--- config.mk ---
export PLATFORM = sky130hd
export DESIGN_NAME = serdes_test_top
export DESIGN_NICKNAME = d
export VERILOG_FILES = /design/src/serdes_pkg.sv /design/src/pattern_config_if.sv /design/src/serdes_test_top.sv /design/src/link_serializer.sv /design/src/pattern_sequencer.sv /design/src/prbs_generator.sv /design/src/pattern_config.sv
export SDC_FILE = /design/constraint.sdc
export NUM_CORES = 1
export LEC_CHECK = 0
export BUFFER_PORTS_ARGS = -buffer_cell sky130_fd_sc_hd__buf_2
export CAP_MARGIN = 30
export CORE_MARGIN = 5
export CORE_UTILIZATION = 40
export DETAILED_ROUTE_END_ITERATION = 7
export GPL_ROUTABILITY_DRIVEN = 1
export PLACE_DENSITY = 0.63
export SYNTH_ARGS = -nofsm -noshare
export SYNTH_HDL_FRONTEND = slang
export SYNTH_SLANG_ARGS = --single-unit
--- constraint.sdc ---
create_clock -name clock -period 2.6 [get_ports clock]
set_input_delay 0.26 -clock clock [delete_from_list [all_inputs] [get_ports clock]]
set_output_delay 0.26 -clock clock [all_outputs]
set_load 0.01 [all_outputs]
--- src/serdes_pkg.sv ---
/*
 * serdes link test package
 * widths, frame slot constants, LFSR seed and taps, register map and pattern modes
 */
package serdes_pkg;

	// parallel word into the serializer
	localparam int WORD_WIDTH = 10;
	typedef logic [WORD_WIDTH-1:0] word_t;

	// pattern frame layout
	localparam int FRAME_SLOTS = 32;
	typedef logic [4:0] slot_t;
	localparam slot_t RAMP_LAST = 5'd10; // slots 1..10 are the ramp
	localparam slot_t ALT_SLOT = 5'd11;
	localparam slot_t PRBS_SLOT = 5'd12;
	localparam word_t ALT_WORD = 10'b0101010101;

	// pseudo-random source, x^32+x^22+x^2+x+1
	localparam int PRBS_WIDTH = 32;
	typedef logic [PRBS_WIDTH-1:0] prbs_t;
	localparam prbs_t PRBS_SEED = 32'h0000_0001;
	localparam prbs_t PRBS_TAPS = 32'h8020_0003; // galois mask, right shift

	// serial frame: start, ten data bits, stop
	localparam int BITS_PER_FRAME = 12;
	typedef logic [3:0] bit_count_t;

	// configuration register map
	localparam int ADDR_WIDTH = 2;
	typedef logic [ADDR_WIDTH-1:0] addr_t;
	localparam addr_t ADDR_CONTROL = 2'd0; // bit 0 enable, bits 2:1 mode
	localparam addr_t ADDR_FIXED = 2'd1;
	localparam addr_t ADDR_RESEED = 2'd2; // write strobe only, data ignored

	/* code 3 is treated as MODE_FRAME by the sequencer */
	typedef enum logic [1:0] {
		MODE_FRAME = 2'd0,
		MODE_PRBS = 2'd1,
		MODE_FIXED = 2'd2
	} pattern_mode_t;

endpackage
--- src/pattern_config_if.sv ---
/*
 * pattern configuration bundle
 * carries enable, mode, fixed word and reseed pulse to the sequencer
 */
`timescale 1ns/1ps

interface pattern_config_if;

	logic enable; // level
	serdes_pkg::pattern_mode_t mode; // level
	serdes_pkg::word_t fixed_word; // level
	logic reseed; // one-cycle pulse

	modport source (
		output enable,
		output mode,
		output fixed_word,
		output reseed
	);

	modport sink (
		input enable,
		input mode,
		input fixed_word,
		input reseed
	);

endinterface

--- src/serdes_test_top.sv ---
/*
 * serdes link test top
 * register block, pattern sequencer and serializer on one clock
 */
`timescale 1ns/1ps

module serdes_test_top (
	input logic clock,
	input logic reset,
	input logic write,
	input serdes_pkg::addr_t address,
	input serdes_pkg::word_t write_data,
	output logic serial_out,
	output serdes_pkg::word_t data_word,
	output logic frame_sync
);

	logic load; // one pulse per serial frame

	pattern_config_if cfg ();

	pattern_config u_config (
		.clock(clock),
		.reset(reset),
		.write(write),
		.address(address),
		.write_data(write_data),
		.config_port(cfg.source)
	);

	pattern_sequencer u_sequencer (
		.clock(clock),
		.reset(reset),
		.load(load),
		.config_port(cfg.sink),
		.data_word(data_word),
		.frame_sync(frame_sync)
	);

	link_serializer u_serializer (
		.clock(clock),
		.reset(reset),
		.data_word(data_word),
		.load(load),
		.serial_out(serial_out)
	);

endmodule

--- src/link_serializer.sv ---
/*
 * link serializer
 * 12 cycle frame timer, captures a word on load and sends start, lsb-first data, stop
 */
`timescale 1ns/1ps

module link_serializer (
	input logic clock,
	input logic reset,
	input serdes_pkg::word_t data_word,
	output logic load,
	output logic serial_out
);

	localparam serdes_pkg::bit_count_t COUNT_LAST =
		serdes_pkg::bit_count_t'(serdes_pkg::BITS_PER_FRAME - 1);

	localparam logic START_BIT = 1'b1;
	localparam logic STOP_BIT = 1'b0;

	serdes_pkg::bit_count_t bit_count;
	logic [serdes_pkg::WORD_WIDTH:0] shift_reg; // data bits then stop

	// frame timer, 0..11
	always_ff @(posedge clock) begin
		if (reset) begin
			bit_count <= '0;
		end else if (bit_count == COUNT_LAST) begin
			bit_count <= '0;
		end else begin
			bit_count <= bit_count + 1'b1;
		end
	end

	assign load = (bit_count == '0); // first cycle after reset too

	/* serial_out is the bottom bit of the frame register, so the start bit
	   shows in the cycle after load and the stop bit in the cycle of the
	   next load */
	always_ff @(posedge clock) begin
		if (load) begin
			shift_reg <= {STOP_BIT, data_word};
		end else begin
			shift_reg <= {1'b0, shift_reg[serdes_pkg::WORD_WIDTH:1]};
		end
	end

	always_ff @(posedge clock) begin
		if (reset) begin
			serial_out <= 1'b0;
		end else if (load) begin
			serial_out <= START_BIT;
		end else begin
			serial_out <= shift_reg[0]; // lsb first
		end
	end

endmodule

--- src/pattern_sequencer.sv ---
/*
 * link test pattern sequencer
 * walks a 32 slot frame on each load, picks the word per mode and flags slot 0
 */
`timescale 1ns/1ps

module pattern_sequencer (
	input logic clock,
	input logic reset,
	input logic load,
	pattern_config_if.sink config_port,
	output serdes_pkg::word_t data_word,
	output logic frame_sync
);

	localparam serdes_pkg::slot_t SLOT_LAST = serdes_pkg::slot_t'(serdes_pkg::FRAME_SLOTS - 1);

	serdes_pkg::slot_t slot;
	serdes_pkg::slot_t next_slot;
	serdes_pkg::prbs_t prbs_word;
	serdes_pkg::word_t prbs_low;
	serdes_pkg::word_t ramp_word;
	serdes_pkg::word_t slot_word;
	logic uses_prbs;
	logic advance;

	prbs_generator u_prbs (
		.clock(clock),
		.reset(reset),
		.advance(advance),
		.reseed(config_port.reseed),
		.word(prbs_word)
	);

	assign next_slot = (slot == SLOT_LAST) ? '0 : slot + 1'b1; // wraps at frame end
	assign prbs_low = prbs_word[serdes_pkg::WORD_WIDTH-1:0];

	// thermometer ramp, n msbs set for slot n
	assign ramp_word = ~(serdes_pkg::word_t'('1) >> next_slot);

	// word for the slot about to be registered
	always_comb begin
		slot_word = '0;
		uses_prbs = 1'b0;
		case (config_port.mode)
			serdes_pkg::MODE_PRBS: begin
				slot_word = prbs_low;
				uses_prbs = 1'b1;
			end
			serdes_pkg::MODE_FIXED: begin
				slot_word = config_port.fixed_word;
			end
			default: begin // frame pattern, also code 3
				if (next_slot == '0) begin
					slot_word = '0;
				end else if (next_slot <= serdes_pkg::RAMP_LAST) begin
					slot_word = ramp_word;
				end else if (next_slot == serdes_pkg::ALT_SLOT) begin
					slot_word = serdes_pkg::ALT_WORD;
				end else if (next_slot == serdes_pkg::PRBS_SLOT) begin
					slot_word = prbs_low;
					uses_prbs = 1'b1;
				end
			end
		endcase
	end

	// lfsr steps on the same edge that takes its word
	assign advance = load && config_port.enable && uses_prbs;

	/* while disabled the slot sits on the last one so the first
	   enabled load lands on slot 0 and raises sync */
	always_ff @(posedge clock) begin
		frame_sync <= 1'b0;
		if (reset) begin
			slot <= '0;
			data_word <= '0;
		end else if (!config_port.enable) begin
			slot <= SLOT_LAST;
			data_word <= '0;
		end else if (load) begin
			slot <= next_slot;
			data_word <= slot_word;
			frame_sync <= (next_slot == '0);
		end
	end

endmodule

--- src/prbs_generator.sv ---
/*
 * 32-bit galois LFSR
 * steps once per advance request, reseed returns it to the seed value
 */
`timescale 1ns/1ps

module prbs_generator (
	input logic clock,
	input logic reset,
	input logic advance,
	input logic reseed,
	output serdes_pkg::prbs_t word
);

	serdes_pkg::prbs_t next_word;

	// one galois step, taps folded in when bit 0 falls out
	always_comb begin
		next_word = word >> 1;
		if (word[0]) begin
			next_word = next_word ^ serdes_pkg::PRBS_TAPS;
		end
	end

	always_ff @(posedge clock) begin
		if (reset) begin
			word <= serdes_pkg::PRBS_SEED;
		end else if (reseed) begin
			word <= serdes_pkg::PRBS_SEED; // wins over advance
		end else if (advance) begin
			word <= next_word;
		end
	end

endmodule

--- src/pattern_config.sv ---
/*
 * pattern configuration registers
 * decodes write strobes into enable, mode, fixed word and an LFSR reseed pulse
 */
`timescale 1ns/1ps

module pattern_config (
	input logic clock,
	input logic reset,
	input logic write,
	input serdes_pkg::addr_t address,
	input serdes_pkg::word_t write_data,
	pattern_config_if.source config_port
);

	logic write_control;
	logic write_fixed;
	logic write_reseed;

	// address decode
	assign write_control = write && (address == serdes_pkg::ADDR_CONTROL);
	assign write_fixed = write && (address == serdes_pkg::ADDR_FIXED);
	assign write_reseed = write && (address == serdes_pkg::ADDR_RESEED);

	// control register
	always_ff @(posedge clock) begin
		if (reset) begin
			config_port.enable <= 1'b0;
			config_port.mode <= serdes_pkg::MODE_FRAME;
		end else if (write_control) begin
			config_port.enable <= write_data[0];
			config_port.mode <= serdes_pkg::pattern_mode_t'(write_data[2:1]); // 3 kept as is
		end
	end

	// fixed word register
	always_ff @(posedge clock) begin
		if (reset) begin
			config_port.fixed_word <= '0;
		end else if (write_fixed) begin
			config_port.fixed_word <= write_data;
		end
	end

	/* the reseed pulse follows the strobe by one edge and lasts one cycle,
	   any data written with it is dropped */
	always_ff @(posedge clock) begin
		if (reset) begin
			config_port.reseed <= 1'b0;
		end else begin
			config_port.reseed <= write_reseed;
		end
	end

endmodule

==> out/qor.txt <==
status: complete, no violations
DIE HEIGHT: 103 um
placed cells: 507
Worst R2R Start: u_sequencer.slot[1]$_SDFFE_PP0P_
CTS Buf Count: 9
period utilisation layout: 92.4%
Compound-Gate Fraction of Synth Area: 13.5%
Placement Rows: 34
Pwr per Cell Area: 635 nW/um^2
most frequent cell after synthesis: dfxtp_1
Avg Inst Size Synth: 8.99 um^2
worst-case clock buffer depth: 2
critical path's slowest cell: o32ai_1
Synth Net Count: 414
H-tree level count: 3
DRT Wirelength: 7.90 mm
final hold viol count: 0
CP max stage delay: 0.53 ns
Yosys top cell area share: 44.1%
clock slew at reported path FFs: 0.08 ns
most used cell, CP: o32ai_1
Required @ worst endpoint: 2.86 ns
Critical Path, Cell by Cell: ha_1, and3_1, ha_2, buf_4, o32ai_1, a211oi_1, o32ai_1
first-pass GRT wire length: 13.2 mm
share of layout cells above drive strength 1: 14.7%
worst hold slack: 0.0992 ns
worst slew pin tran: 0.715 ns
final setup fails: 0
Initial Util: 40.5%
element type at the critical path end: register
First-pass DRT Iterations: 4
Layout Nets: 435
Synth Area in XOR/XNOR: 1.25%
Core Area: 8640 um^2
Post-Synth Adder-Cell Area: 3.58%
Area growth, synth to finish: 13.4%
crit path launch type: register
Via-to-Cell Ratio: 5.45
synth unique cells: 45
RSZ-0062 raised after global routing: false
highest clock rate: 416 MHz
worst clock skew: 0.0105 ns
Synth warnings: 0
Finished Layout Cells: 523
Crit path buffers/inverters: 1
Die ar.: 10700 um^2
Worst R2R Setup Slack: 0.20 ns
CP endpoint: u_sequencer.data_word[7]$_SDFFE_PP0P_
CP arrival: 2.67 ns
Buffers on Ports: 26
Avg WL per Cell: 15.1 um
Post-DP HPWL: 5.67 mm
dominant synthesized flop cell: dfxtp_1
initial antenna violation count: 0
Largest Register: u_sequencer.u_prbs.word
vias in the first global route: 2754
max-cap violations: 0
Final Cell Area: 3960 um^2
# diodes: 0
GRT Resource Usage Total: 16.0%
crit path from: u_sequencer.slot[1]$_SDFFE_PP0P_
Cell Area, Placed: 3730 um^2
combinational family with the most area after synthesis: simple AND/OR/NAND/NOR gates
num ports: 27
sw frac: 25.8%
CTS sink cnt: 77
Worst-Skew Late Latency: 0.35 ns
Die W: 103 um
cell count after synthesis: 389
GPL Wtd Cong: 0.893
EDFF count, synth: 0
Root Buffer Master: clkbuf_8
Detailed Route Iter0 Violations: 109
P_int: 0.00187 W
setup bufs post-CTS: 0
Min-Delay Path Class: primary input to register
R2R depth: 7
Power, Total: 0.00252 W
combinational power share: 10.7%
vias post-DR: 2849
Commonest cells post-synth: dfxtp_1, nand2_1, mux2i_1
total negative slack: 0 ns
Tmin final: 2.40 ns
sequential power share: 48.3%
Levels on crit path: 7
synth top area cells: dfxtp_1, mux2i_1, nand2_1
mux cell area share after synthesis: 13.7%
switching power: 0.000649 W
reg2reg end: u_sequencer.data_word[7]$_SDFFE_PP0P_
Seq/Total Area, Yosys: 44.1%
Max transition margin: 52.2%
max FFs per register: 32
dominant cell type by area after synthesis: dfxtp_1
Top delay family on crit path: compound AO/OA/AOI/OAI gates
largest net degree at the start of global routing: 35
area share of and/or/nand/nor cells after synthesis: 19.4%
Clk pwr share: 41.0%
critical path class: register to register
remaining global-route overflow: 0
Max Fanout on Critical Path: 9
Peak VDD IR: 361 uV
FF+latch count, synth: 77
Slew Limit Fails: 0
antenna viol nets, final: 0
DRC viols: 0
Post-synth ARST share: 0%
Mapped Area: 3500 um^2
TritonCTS clock tree: done
static leakage: 1.80 nW
## metrics by stage
stage	setup WS, ns	util, %
5_1_grt	0.0630	45.9
2_1_floorplan	0.424	-
3_5_place_dp	0.136	43.2
6_report	0.197	45.9
3_3_place_gp	0.287	43.2
4_1_cts	0.0939	45.9
## metal layers
metal,global-route usage [%],share of wire (%),vias to the layer above,routed length (um)
li1,-,-,1410,-
met1,19.5,44,1347,3450
met2,26.9,49,75,3860
met3,5.03,5.8,17,456
met4,4.68,1.6,0,127
met5,0,0,-,0
## logic make-up after synthesis
| kind of cell | count (synthesis) |
|---|---|
| AO/OA/AOI/OAI | 69 |
| XOR/XNOR | 5 |
| adder cells (fa/ha/maj) | 10 |
| buffers and inverters | 35 |
| flip-flops | 77 |
| multiplexers | 47 |
| AND/OR/NAND/NOR | 146 |
## worst min path at each step
stage / startpoint / endpoint / slack [ns] / depth (start not counted)
2_1_floorplan: address[0] / u_config.config_port.reseed$_SDFF_PP0_ / 0.34 / 1
3_5_place_dp: u_serializer.shift_reg[9]$_SDFF_PN0_ / u_serializer.shift_reg[8]$_DFF_P_ / 0.41 / 2
4_1_cts: address[0] / u_config.config_port.reseed$_SDFF_PP0_ / 0.09 / 2
6_report: address[0] / u_config.config_port.reseed$_SDFF_PP0_ / 0.1 / 2
3_3_place_gp: u_serializer.shift_reg[9]$_SDFF_PN0_ / u_serializer.shift_reg[8]$_DFF_P_ / 0.40 / 2
5_1_grt: address[0] / u_config.config_port.reseed$_SDFF_PP0_ / 0.09 / 2
## layout make-up
type | instances | area (um^2)
fillers | 829 | 4670
multi-input cells | 277 | 1810
flip-flops and latches | 77 | 1540
repair buffers | 35 | 210
clock buffers | 10 | 138
well taps | 108 | 135
clock inverters | 6 | 93.8
inverters | 10 | 37.5
## placed cells by master (no fill, tap or decap), types with 3 or more instances in the layout
cell type / instances
nand2_1: 74
nor2b_1: 3
buf_4: 8
xor2_1: 3
o21ai_0: 10
a22oi_1: 7
inv_1: 10
and4_1: 3
and3_1: 4
buf_2: 26
a22o_1: 3
nor3b_1: 4
mux2i_1: 44
o32ai_1: 7
o211ai_1: 3
ha_1: 9
nor2_1: 26
a211oi_1: 9
nor3_1: 15
dfxtp_1: 77
a21oi_1: 19
clkbuf_8: 10
a31oi_1: 4
## power by group through the flow
stage	clock, W	sequential, W	combinational, W
2_1_floorplan	0	0.00124	0.000188
3_3_place_gp	0	0.00124	0.000261
3_5_place_dp	0	0.00124	0.000265
4_1_cts	0.00106	0.00122	0.000267
5_1_grt	0.00112	0.00122	0.000299
6_report	0.00103	0.00122	0.000270
## repair_timing
item	CTS	global route
gates resized for setup	0	2
hold buffers	0	0
endpoints found under the setup margin	0	25
No activity file was read; power rests on OpenSTA's default activity.
